===== config.mk =====
export PLATFORM = sky130hd
export DESIGN_NAME = drain_subsys_top
export DESIGN_NICKNAME = d
export VERILOG_FILES = /design/src/design/drain_pkg.sv /design/src/design/drain_subsys_top.sv /design/src/design/drain_burst_result.sv /design/src/design/drain_ctrl.sv /design/src/design/drain_reserve_seq.sv /design/src/design/drain_cmd_decode.sv
export SDC_FILE = /design/constraint.sdc
export NUM_CORES = 1
export LEC_CHECK = 0
export ABC_AREA = 1
export BUFFER_PORTS_ARGS = -buffer_cell sky130_fd_sc_hd__buf_2
export CAP_MARGIN = 20
export CORE_MARGIN = 5
export CORE_UTILIZATION = 50
export CTS_BUF_LIST = sky130_fd_sc_hd__clkbuf_2 sky130_fd_sc_hd__clkbuf_4 sky130_fd_sc_hd__clkbuf_8
export DETAILED_ROUTE_END_ITERATION = 6
export GPL_ROUTABILITY_DRIVEN = 0
export GPL_TIMING_DRIVEN = 0
export PLACE_DENSITY_LB_ADDON = 0.1
export SLEW_MARGIN = 10
export SYNTH_ARGS = -nofsm -noshare
export SYNTH_HDL_FRONTEND = slang
export SYNTH_SLANG_ARGS = --single-unit

===== constraint.sdc =====
create_clock -name axi_aclk -period 3.3 [get_ports axi_aclk]
set_input_delay 0.165 -clock axi_aclk [delete_from_list [all_inputs] [get_ports axi_aclk]]
set_output_delay 0.165 -clock axi_aclk [all_outputs]
set_load 0.01 [all_outputs]

===== src/design/drain_pkg.sv =====
// Drain subsystem shared types
package drain_pkg;

    // ------------------------------------------------------------------------
    // Field widths
    // ------------------------------------------------------------------------
    localparam int LEN_W    = 8;                    // Burst length, same as drain size
    localparam int BURSTS_W = 16;                   // Completed burst counter
    localparam int BEATS_W  = 32;                   // Drained beat counter

    // ------------------------------------------------------------------------
    // Command opcodes
    // ------------------------------------------------------------------------
    // Code 2'b11 has no name and is rejected by the decoder
    typedef enum logic [1:0] {
        OP_NOP         = 2'b00,                     // No action
        OP_RESERVE     = 2'b01,                     // Reserve cmd_len beats
        OP_CLEAR_STATS = 2'b10                      // Zero both totals
    } drain_op_e;

    // ------------------------------------------------------------------------
    // Reservation sequencer states
    // ------------------------------------------------------------------------
    typedef enum logic [1:0] {
        SEQ_IDLE  = 2'b00,                          // Nothing pending
        SEQ_WAIT  = 2'b01,                          // Holding length, short of beats
        SEQ_DRAIN = 2'b10                           // Beats already there at request
    } seq_state_e;

endpackage : drain_pkg

===== src/design/drain_subsys_top.sv =====
// Write drain subsystem top
`timescale 1ns/100ps

module drain_subsys_top #(
    parameter  int DEPTH            = 64,
    parameter  int ALMOST_WR_MARGIN = 2,
    parameter  int ALMOST_RD_MARGIN = 2,
    localparam int AW               = $clog2(DEPTH)
) (
    input  logic                            axi_aclk,
    input  logic                            rst_n,
    input  logic                            beat_valid,
    input  logic                            cmd_valid,
    input  drain_pkg::drain_op_e            cmd_op,
    input  logic [drain_pkg::LEN_W-1:0]     cmd_len,
    output logic                            beat_ready,
    output logic [AW:0]                     data_available,
    output logic                            wr_full,
    output logic                            wr_almost_full,
    output logic                            rd_empty,
    output logic                            rd_almost_empty,
    output logic                            busy,
    output logic                            cmd_error,
    output logic                            burst_done,
    output logic [drain_pkg::LEN_W-1:0]     burst_len,
    output logic [drain_pkg::BURSTS_W-1:0]  bursts_total,
    output logic [drain_pkg::BEATS_W-1:0]   beats_total
);

    // ------------------------------------------------------------------------
    // Internal nets
    // ------------------------------------------------------------------------
    logic                          req_valid;       // Decode to sequencer
    logic [drain_pkg::LEN_W-1:0]   req_len;
    logic                          clear_stats;     // Decode to result
    logic                          drain_valid;     // Sequencer to FIFO and result
    logic [drain_pkg::LEN_W-1:0]   drain_size;

    drain_cmd_decode #(
        .DEPTH (DEPTH)
    ) u_decode (
        .axi_aclk    (axi_aclk),
        .rst_n       (rst_n),
        .cmd_valid   (cmd_valid),
        .cmd_op      (cmd_op),
        .cmd_len     (cmd_len),
        .busy        (busy),
        .req_valid   (req_valid),
        .req_len     (req_len),
        .clear_stats (clear_stats),
        .cmd_error   (cmd_error)
    );

    drain_reserve_seq #(
        .DEPTH (DEPTH)
    ) u_seq (
        .axi_aclk       (axi_aclk),
        .rst_n          (rst_n),
        .req_valid      (req_valid),
        .req_len        (req_len),
        .data_available (data_available),
        .busy           (busy),
        .drain_valid    (drain_valid),
        .drain_size     (drain_size)
    );

    drain_ctrl #(
        .DEPTH            (DEPTH),
        .ALMOST_WR_MARGIN (ALMOST_WR_MARGIN),
        .ALMOST_RD_MARGIN (ALMOST_RD_MARGIN)
    ) u_ctrl (
        .axi_aclk        (axi_aclk),
        .rst_n           (rst_n),
        .beat_valid      (beat_valid),
        .beat_ready      (beat_ready),
        .drain_valid     (drain_valid),
        .drain_size      (drain_size),
        .data_available  (data_available),
        .wr_full         (wr_full),
        .wr_almost_full  (wr_almost_full),
        .rd_empty        (rd_empty),
        .rd_almost_empty (rd_almost_empty)
    );

    drain_burst_result u_result (
        .axi_aclk     (axi_aclk),
        .rst_n        (rst_n),
        .drain_valid  (drain_valid),
        .drain_size   (drain_size),
        .clear_stats  (clear_stats),
        .burst_done   (burst_done),
        .burst_len    (burst_len),
        .bursts_total (bursts_total),
        .beats_total  (beats_total)
    );

endmodule : drain_subsys_top


===== src/design/drain_burst_result.sv =====
// Burst completion and statistics
`timescale 1ns/100ps

module drain_burst_result (
    input  logic                            axi_aclk,
    input  logic                            rst_n,
    input  logic                            drain_valid,   // Reservation taken this cycle
    input  logic [drain_pkg::LEN_W-1:0]     drain_size,
    input  logic                            clear_stats,
    output logic                            burst_done,
    output logic [drain_pkg::LEN_W-1:0]     burst_len,
    output logic [drain_pkg::BURSTS_W-1:0]  bursts_total,
    output logic [drain_pkg::BEATS_W-1:0]   beats_total
);

    // ------------------------------------------------------------------------
    // Completion report
    // ------------------------------------------------------------------------
    always_ff @(posedge axi_aclk) begin
        if (!rst_n) burst_done <= 1'b0;
        else        burst_done <= drain_valid;
    end

    always_ff @(posedge axi_aclk) begin
        if (drain_valid) burst_len <= drain_size;          // Held until the next burst
    end

    // ------------------------------------------------------------------------
    // Totals
    // ------------------------------------------------------------------------
    // Both wrap silently, clear wins over a drain in the same cycle
    always_ff @(posedge axi_aclk) begin
        if (!rst_n || clear_stats) begin
            bursts_total <= '0;
            beats_total  <= '0;
        end else if (drain_valid) begin
            bursts_total <= bursts_total + 1'b1;
            beats_total  <= beats_total + drain_pkg::BEATS_W'(drain_size);
        end
    end

endmodule : drain_burst_result


===== src/design/drain_ctrl.sv =====
// Virtual FIFO drain control
`timescale 1ns/100ps

module drain_ctrl #(
    parameter  int DEPTH            = 64,
    parameter  int ALMOST_WR_MARGIN = 2,
    parameter  int ALMOST_RD_MARGIN = 2,
    localparam int AW               = $clog2(DEPTH)
) (
    input  logic                          axi_aclk,
    input  logic                          rst_n,
    input  logic                          beat_valid,      // One beat written
    output logic                          beat_ready,      // Not full
    input  logic                          drain_valid,     // Reserve drain_size beats
    input  logic [drain_pkg::LEN_W-1:0]   drain_size,
    output logic [AW:0]                   data_available,
    output logic                          wr_full,
    output logic                          wr_almost_full,
    output logic                          rd_empty,
    output logic                          rd_almost_empty
);

    logic [AW:0] wr_ptr;                                  // Extra bit keeps full apart from empty
    logic [AW:0] rd_ptr;
    logic [AW:0] occupancy;
    logic        beat_accept;
    logic        drain_accept;

    // ------------------------------------------------------------------------
    // Accept conditions
    // ------------------------------------------------------------------------
    assign occupancy    = wr_ptr - rd_ptr;                // Wraps cleanly, DEPTH is 2**AW
    assign beat_accept  = beat_valid && !wr_full;         // Beat while full is lost
    assign drain_accept = drain_valid && (32'(occupancy) >= 32'(drain_size));

    // ------------------------------------------------------------------------
    // Pointers
    // ------------------------------------------------------------------------
    always_ff @(posedge axi_aclk) begin
        if (!rst_n) begin
            wr_ptr <= '0;
        end else if (beat_accept) begin
            wr_ptr <= wr_ptr + 1'b1;                      // Single beat step
        end
    end

    // Drain size never exceeds DEPTH, so it fits in AW+1 bits
    always_ff @(posedge axi_aclk) begin
        if (!rst_n) begin
            rd_ptr <= '0;
        end else if (drain_accept) begin
            rd_ptr <= rd_ptr + (AW+1)'(drain_size);       // Variable step
        end
    end

    // ------------------------------------------------------------------------
    // Flags, straight from the current pointers
    // ------------------------------------------------------------------------
    assign wr_full         = (32'(occupancy) == DEPTH);
    assign wr_almost_full  = (32'(occupancy) >= (DEPTH - ALMOST_WR_MARGIN));
    assign rd_empty        = (occupancy == '0);
    assign rd_almost_empty = (32'(occupancy) <= ALMOST_RD_MARGIN);

    assign beat_ready     = !wr_full;
    assign data_available = occupancy;

    // Pointer gap must stay within the FIFO
    a_occ_bound: assert property (@(posedge axi_aclk) disable iff (!rst_n)
        32'(occupancy) <= DEPTH);

    // Sequencer must only ask for beats already present
    a_no_underflow: assert property (@(posedge axi_aclk) disable iff (!rst_n)
        drain_valid |-> drain_accept);

endmodule : drain_ctrl


===== src/design/drain_reserve_seq.sv =====
// Reservation sequencer
`timescale 1ns/100ps

module drain_reserve_seq #(
    parameter  int DEPTH = 64,
    localparam int AW    = $clog2(DEPTH)
) (
    input  logic                          axi_aclk,
    input  logic                          rst_n,
    input  logic                          req_valid,       // Accepted reserve, one cycle
    input  logic [drain_pkg::LEN_W-1:0]   req_len,
    input  logic [AW:0]                   data_available,  // Current occupancy
    output logic                          busy,
    output logic                          drain_valid,
    output logic [drain_pkg::LEN_W-1:0]   drain_size
);

    drain_pkg::seq_state_e         state;
    logic [drain_pkg::LEN_W-1:0]   len_q;                  // Held reservation length
    logic                          enough_now;             // Against the incoming request
    logic                          enough_held;            // Against the held length

    assign enough_now  = (32'(data_available) >= 32'(req_len));
    assign enough_held = (32'(data_available) >= 32'(len_q));

    // ------------------------------------------------------------------------
    // State register
    // ------------------------------------------------------------------------
    // Only this block drains, so occupancy can only grow while a request waits
    always_ff @(posedge axi_aclk) begin
        if (!rst_n) begin
            state <= drain_pkg::SEQ_IDLE;
        end else begin
            case (state)
                drain_pkg::SEQ_IDLE: begin
                    if (req_valid) begin
                        state <= enough_now ? drain_pkg::SEQ_DRAIN : drain_pkg::SEQ_WAIT;
                    end
                end
                drain_pkg::SEQ_WAIT: begin
                    if (enough_held) state <= drain_pkg::SEQ_IDLE;  // Drain issued this cycle
                end
                drain_pkg::SEQ_DRAIN: state <= drain_pkg::SEQ_IDLE;
                default:              state <= drain_pkg::SEQ_IDLE;
            endcase
        end
    end

    always_ff @(posedge axi_aclk) begin
        if (req_valid && (state == drain_pkg::SEQ_IDLE)) len_q <= req_len;
    end

    // ------------------------------------------------------------------------
    // Outputs
    // ------------------------------------------------------------------------
    assign busy        = (state != drain_pkg::SEQ_IDLE);
    assign drain_valid = (state == drain_pkg::SEQ_DRAIN) ||
                         ((state == drain_pkg::SEQ_WAIT) && enough_held);
    assign drain_size  = len_q;

    // Decoder holds back commands until busy drops
    a_no_req_busy: assert property (@(posedge axi_aclk) disable iff (!rst_n)
        req_valid |-> !busy);

    // Pre-reservation, never drain beats that are not there
    a_drain_covered: assert property (@(posedge axi_aclk) disable iff (!rst_n)
        drain_valid |-> (32'(data_available) >= 32'(drain_size)));

endmodule : drain_reserve_seq


===== src/design/drain_cmd_decode.sv =====
// Command decoder
`timescale 1ns/100ps

module drain_cmd_decode #(
    parameter int DEPTH = 64
) (
    input  logic                          axi_aclk,
    input  logic                          rst_n,
    input  logic                          cmd_valid,    // One-cycle command strobe
    input  drain_pkg::drain_op_e          cmd_op,
    input  logic [drain_pkg::LEN_W-1:0]   cmd_len,
    input  logic                          busy,         // Reservation pending
    output logic                          req_valid,
    output logic [drain_pkg::LEN_W-1:0]   req_len,
    output logic                          clear_stats,
    output logic                          cmd_error
);

    logic blocked;                                      // Cannot take a new command
    logic len_zero;
    logic len_big;
    logic nxt_req;
    logic nxt_clr;
    logic nxt_err;

    // A request issued last cycle has not reached busy yet
    assign blocked  = busy || req_valid;
    assign len_zero = (cmd_len == '0);
    assign len_big  = (32'(cmd_len) > DEPTH);           // More than the FIFO can ever hold

    // ------------------------------------------------------------------------
    // Outcome select, at most one per command
    // ------------------------------------------------------------------------
    always_comb begin
        nxt_req = 1'b0;
        nxt_clr = 1'b0;
        nxt_err = 1'b0;
        if (cmd_valid) begin
            case (cmd_op)
                drain_pkg::OP_NOP: begin
                    // Nothing to do
                end
                drain_pkg::OP_RESERVE: begin
                    if (blocked || len_zero || len_big) nxt_err = 1'b1;
                    else                                nxt_req = 1'b1;
                end
                drain_pkg::OP_CLEAR_STATS: begin
                    if (blocked) nxt_err = 1'b1;
                    else         nxt_clr = 1'b1;
                end
                default: nxt_err = 1'b1;                // Unassigned opcode
            endcase
        end
    end

    always_ff @(posedge axi_aclk) begin
        if (!rst_n) begin
            req_valid   <= 1'b0;
            clear_stats <= 1'b0;
            cmd_error   <= 1'b0;
        end else begin
            req_valid   <= nxt_req;
            clear_stats <= nxt_clr;
            cmd_error   <= nxt_err;
        end
    end

    always_ff @(posedge axi_aclk) begin
        if (nxt_req) req_len <= cmd_len;                // Length travels with the request
    end

    // One outcome per decoded command
    a_one_outcome: assert property (@(posedge axi_aclk) disable iff (!rst_n)
        $onehot0({req_valid, clear_stats, cmd_error}));

endmodule : drain_cmd_decode


==> results of run 1 <==
-- state kept, by name (all words and copies together) (netlist names) --
register               count
u_decode.req_len           8
u_result.burst_len         8
u_result.bursts_total     16
u_ctrl.wr_ptr              7
u_result.beats_total      32
u_decode.req_valid         1
u_ctrl.rd_ptr              7
u_decode.clear_stats       1
u_decode.cmd_error         1
u_seq.state                2
u_result.burst_done        1
u_seq.drain_size           8
-- power by group --
part           switching [mW]  internal (mW)
registers             0.00644           1.16
logic                   0.107         0.0671
clock network           0.416          0.370
-- cells by family (layout without fill, tap and decap cells) --
logic type / count (synthesis) / in the layout / synth area share [%]
simple gates: 465 / 466 / 34.5
xor+xnor: 26 / 26 / 4.00
buf+inv: 130 / 242 / 9.27
flops: 92 / 92 / 35.4
fa+ha+maj: 39 / 39 / 8.68
compound gates: 91 / 91 / 8.10
-- placed cells by master (no fill, tap or decap), types with 10 or more instances in the layout --
| master | n |
|---|---|
| nand2_1 | 228 |
| nand4_1 | 17 |
| buf_2 | 88 |
| inv_1 | 108 |
| edfxtp_1 | 24 |
| nor3_1 | 18 |
| nand3_1 | 84 |
| xor2_1 | 15 |
| a21oi_1 | 68 |
| dfxtp_1 | 67 |
| xnor2_1 | 10 |
| nor2_1 | 92 |
| o21ai_0 | 14 |
| ha_1 | 36 |
-- cell usage after synthesis (3+ instances only) --
library cell and count:
nand3_1 84, clkbuf_1 6, inv_2 5, edfxtp_1 24
dfxtp_1 68, buf_6 7, nand2_1 229, o21ai_0 15
nand2_2 3, nor3_1 18, nand3_2 3, ha_1 36
fa_1 3, nand3b_1 7, a21oi_1 68, nand4_1 17
nor2_1 93, xnor2_1 10, inv_1 108, xor2_1 15
buf_2 4
-- metrics by stage --
| step | util (%) | total power [mW] | instance area, um^2 | worst slack, ps | hold slack, ps |
|---|---|---|---|---|---|
| 6_report | 59.6 | 2.12 | 6840 | 213 | 67.1 |
| 5_1_grt | 59.6 | 2.20 | 6840 | 2.97 | 56.7 |
| 3_5_place_dp | 56.5 | 1.35 | 6480 | -146 | 359 |
| 2_1_floorplan | - | 1.30 | 5880 | 411 | 244 |
| 3_3_place_gp | 56.5 | 1.35 | 6480 | -99.3 | 358 |
| 4_1_cts | 59.2 | 2.13 | 6790 | 14.0 | 62.6 |
-- area by class of cell --
type | instances | area [um^2]
buffer | 17 | 130
sequential | 92 | 2080
multi-input combinational | 622 | 3290
inverter | 113 | 424
clock inverter | 4 | 50.0
tap | 143 | 179
fill | 1053 | 4630
clock buffer | 12 | 144
timing repair buffer | 96 | 533
-- timing repair --
action | CTS | global route
buffers inserted | 1 | 2
pin swaps | 0 | 1
gates resized for setup | 2 | 8
gates cloned | 1 | 0
hold endpoints to repair | 9 | 0
hold buffers | 9 | 0
endpoints found under the setup margin | 56 | 58
-- final timing paths --
kind                       startpoint                        to  depth (start not counted)
hold / removal              cmd_op[1]      u_decode.clear_stats                          3
setup / recovery     u_ctrl.rd_ptr[0]  u_result.beats_total[22]                         15
hold reg to reg   u_decode.req_len[5]       u_seq.drain_size[5]                          0
setup reg to reg     u_ctrl.rd_ptr[0]  u_result.beats_total[22]                         15
-- worst max-delay path: cells and delay by family (launching register included) --
kind	cells	cell delay, ps
AOI/OAI and AO/OA	1	170
DFF	1	390
and+or+nand+nor	8	830
adders and majority gates	3	900
xor gates and xnor gates	1	400
buffers and inverters	2	320
-- metal layers --
metal	part of all wire, %	up-vias
met5	0	-
met4	3.1	0
met3	6.1	36
met2	48	181
met1	43	2676
li1	-	2963
==> results_dict.tcl, run 1 <==
set metrics [dict create \
    synth_edf_count 24 \
    rrSetupSlack_ps 210 \
    period_share_pct 93.5 \
    met2_usage_pct 38.3 \
    criticalPathCategory "reg2reg" \
    drt_iter0_markers 382 \
    clock_latency_ps 380 \
    powerDensity_mw_per_mm2 311 \
    syn-num-nets 896 \
    finClkSkew_ps 11.3 \
    grt-ovfl-total 0 \
    netlist_top_cells_area "dfxtp_1 23%, nand2_1 15%, edfxtp_1 12%" \
    grt_max_degree 18 \
    cts_tree "built" \
    rsz0062_at_grt "no" \
    path_clk_slew_ps 90 \
    drt_wl_total_mm 15.7 \
    grt_usage_pct 22.1 \
    ios 85 \
    syn_inst 843 \
    grt_use_met3_pct 4.63 \
    synth_cell_types 37 \
    syn_to_final_growth_pct 16.2 \
    yosysSeqAreaShare_pct 35.4 \
    synthArstFlopShare_pct 0 \
    cts_buffer_depth 2 \
    avgSynthCellArea_um2 6.98 \
    die_h_um 118 \
    vdd_drop_max_mv 0.301 \
    drc 0 \
    n_antenna_cell 0 \
    numCtsBuffers 9 \
    status "finished clean" \
    max_stage_delay_ps 410 \
    final_antenna_net_count 0 \
    drv_cap 0 \
    drive_above_1_share_pct 14.6 \
    min_path_type "in2reg" \
    grt_pass1_wl_mm 25.8 \
    dp.cells 1070 \
    worstPathCellList "ha_1, inv_1, fa_1, nand3_1, nand2_2, xor2_2, ha_1, nand2_1, nor2_2, nand4_1, nand3_2, nand2_8, buf_2, nand3_1, a21oi_1" \
    io_buffers 84 \
    die_w_um 118 \
    path_max_fanout 10 \
    start_util_pct 51.3 \
    hold_violations 0 \
    dp_hpwl_mm 11.9 \
    rows 39 \
    grt_pass1_vias 5599 \
    slew_headroom_pct 47.9 \
    p_leak_nw 3.22 \
    slew_viol_final 0 \
    cp.arrival_ps 3390 \
    top_usage_layer "met2" \
    drt_pass1_iterations 4 \
    instances_no_fill 1099 \
    vias_per_cell 5.33 \
    max_freq_ghz 0.324 \
    setup-tns-final_ps 0 \
    antenna_found_initial 0 \
    ys.flop_type "dfxtp_1" \
    numClockSinks 92 \
    synth_top_area_share_pct 23.1 \
    htreeDepth 3 \
    yosysTopAreaCell "dfxtp_1" \
    final.min_clock_period_ps 3090 \
    vias 5856 \
    routedWlPerCell_um 14.3 \
    cp_slowest_cell "fa_1" \
    worst_pin_slew_ps 778 \
    use_met1_pct 26.5 \
    cp.required_ps 3600 \
    ys_ff_latch 92 \
    core_area_mm2 0.0115 \
    root_buffer "clkbuf_8" \
    synth_area_mm2 0.00588 \
    start_kind "flop" \
    nets 1004 \
    end_kind "flop" \
    setup_viol 0 \
    yosys_warnings 0 \
    dieArea_mm2 0.0140 \
]
Power figures use the tool's default switching activity.
==> inputs of run 2 (changes only) <==
==> constraint.sdc (replaced) <==
create_clock -name axi_aclk -period 3.8 [get_ports axi_aclk]
set_input_delay 0.19 -clock axi_aclk [delete_from_list [all_inputs] [get_ports axi_aclk]]
set_output_delay 0.19 -clock axi_aclk [all_outputs]
set_load 0.01 [all_outputs]
==> results_dict.tcl, run 2 (synthesized netlist as in run 1, its figures left out) <==
set metrics [dict create \
    powerDensity_mw_per_mm2 273 \
    drive_above_1_share_pct 14.0 \
    top_register "u_result.beats_total" \
    io_buffers 84 \
    setup_viol 0 \
    numCtsBuffers 9 \
    cp.arrival_ps 3520 \
    path_max_fanout 17 \
    grt_pass1_vias 5583 \
    min_path_type "in2reg" \
    drc 0 \
    grt_usage_pct 22.1 \
    antenna_found_initial 0 \
    seq_power_share_pct 54.9 \
    period_share_pct 90.8 \
    cts_buffer_depth 2 \
    post_cts_buffers 0 \
    final.min_clock_period_ps 3450 \
    p_comb_share_pct 8.0 \
    drv_cap 0 \
    slew_headroom_pct 48.3 \
    finClkSkew_ps 10.1 \
    slew_viol_final 0 \
    final_cell_mix "229 x nand2_1, 108 x inv_1, 93 x nor2_1" \
    setup-tns-final_ps 0 \
    cts_hold_buf 7 \
    dp_hpwl_mm 11.9 \
    largestRegisters "u_result.beats_total x32, u_result.bursts_total x16" \
    max_freq_ghz 0.290 \
    start_kind "flop" \
    rows 39 \
    drt_pass1_iterations 5 \
    critPathMostFrequentCell "nand2_1" \
    grt-ovfl-total 0 \
    numClockSinks 92 \
    final_antenna_net_count 0 \
    criticalPathCategory "reg2reg" \
    htreeDepth 3 \
    grt_pass1_wl_mm 25.7 \
    start_util_pct 51.3 \
    switchingPower_uw 458 \
    hold_violations 0 \
    die_h_um 118 \
    dieArea_mm2 0.0140 \
    end_kind "flop" \
    worst_pin_slew_ps 773 \
    largest_register_ffs 32 \
    nFillCells 1068 \
    clock_latency_ps 380 \
    internal-power_mw 1.38 \
    vias 5815 \
    drt_wl_total_mm 15.7 \
    rsz0062_at_grt "no" \
    n_antenna_cell 0 \
    p_leak_nw 3.19 \
    root_buffer "clkbuf_8" \
    path_clk_slew_ps 90 \
    cts-resized-gates 0 \
    syn_to_final_growth_pct 14.7 \
    critPathTopFamily "simple AND/OR/NAND/NOR gates" \
    post-route-util_pct 58.8 \
    critPathBufInv 3 \
    layout_commonest_cell "nand2_1" \
    drt_iter0_markers 359 \
    cp.required_ps 3870 \
    vdd_drop_max_mv 0.258 \
    p_sw_share_pct 24.9 \
    vias_per_cell 5.32 \
    cts_tree "built" \
    ios 85 \
    grt_max_degree 18 \
    cp_slowest_cell "fa_1" \
    power_frac_clock_pct 37.0 \
    core_area_mm2 0.0115 \
    nets 998 \
    worstPathCellList "inv_1, ha_1, inv_1, fa_1, nand3_1, nand2_2, nand2_1, nand2_1, nand2_1, nand2_1, ha_1, nand2_1, nor2_1, nand4_1, nand3_2, nand2_2, nand2_4, buf_6" \
    die_w_um 118 \
    routedWlPerCell_um 14.3 \
    max_stage_delay_ps 410 \
    status "finished clean" \
]
==> run 2: path summary, 6_finish.rpt <==
kind / from / end / slack, ps / cells after the start
max: u_ctrl.wr_ptr[0] / u_result.burst_len[7] / 350 / 18
min: cmd_len[7] / u_decode.req_len[7] / 20 / 1
max reg2reg: u_ctrl.wr_ptr[0] / u_result.burst_len[7] / 350 / 18
min reg2reg: u_decode.req_len[5] / u_seq.drain_size[5] / 450 / 0
==> run 2: layout make-up <==
class	instances	area [um^2]	area share (%)
buffer	17	121	1.80
clock buffer	12	144	2.13
clock inverter	4	50.0	0.742
inverter	113	424	6.29
multi-input combinational	621	3250	48.2
sequential	92	2080	30.9
tap	143	179	2.65
timing repair buffer	91	490	7.27
==> run 2: metal layers <==
metal | track usage [%] | vias up | wire, um
met1 | 26.4 | 2645 | 6690
met3 | 4.68 | 35 | 993
met2 | 38.2 | 184 | 7520
met5 | 0 | - | 0
li1 | - | 2951 | -
met4 | 9.71 | 0 | 480
==> run 2: worst register-to-register path, cell delays in order (launching register included) <==
cell and delay, ps:
dfxtp_1 360, inv_1 70, ha_1 140, inv_1 70, fa_1 410, nand3_1 110, nand2_2 90, nand2_1 90
nand2_1 50, nand2_1 50, nand2_1 220, ha_1 370, nand2_1 60, nor2_1 150, nand4_1 150, nand3_2 130
nand2_2 180, nand2_4 210, buf_6 240
==> run 2: through the flow <==
stage	setup WS [ps]	power (mW)	std cells	hold slack (ps)	area (um^2)
after detailed placement	354	1.18	1070	384	6480
after floorplan	911	1.13	843	269	5880
after CTS	332	1.85	1093	2.15	6750
after global placement	401	1.17	1070	383	6480
final	350	1.84	1093	21.7	6750
after global routing	69.3	1.91	1093	18.4	6750
==> run 2: power by group through the flow <==
| stage | clock network, mW | registers [mW] | logic [mW] |
|---|---|---|---|
| finish | 0.682 | 1.01 | 0.148 |
| detailed placement | 0 | 1.03 | 0.142 |
| floorplan | 0 | 1.03 | 0.0956 |
| global route | 0.727 | 1.01 | 0.167 |
| CTS | 0.691 | 1.01 | 0.148 |
| global placement | 0 | 1.03 | 0.136 |
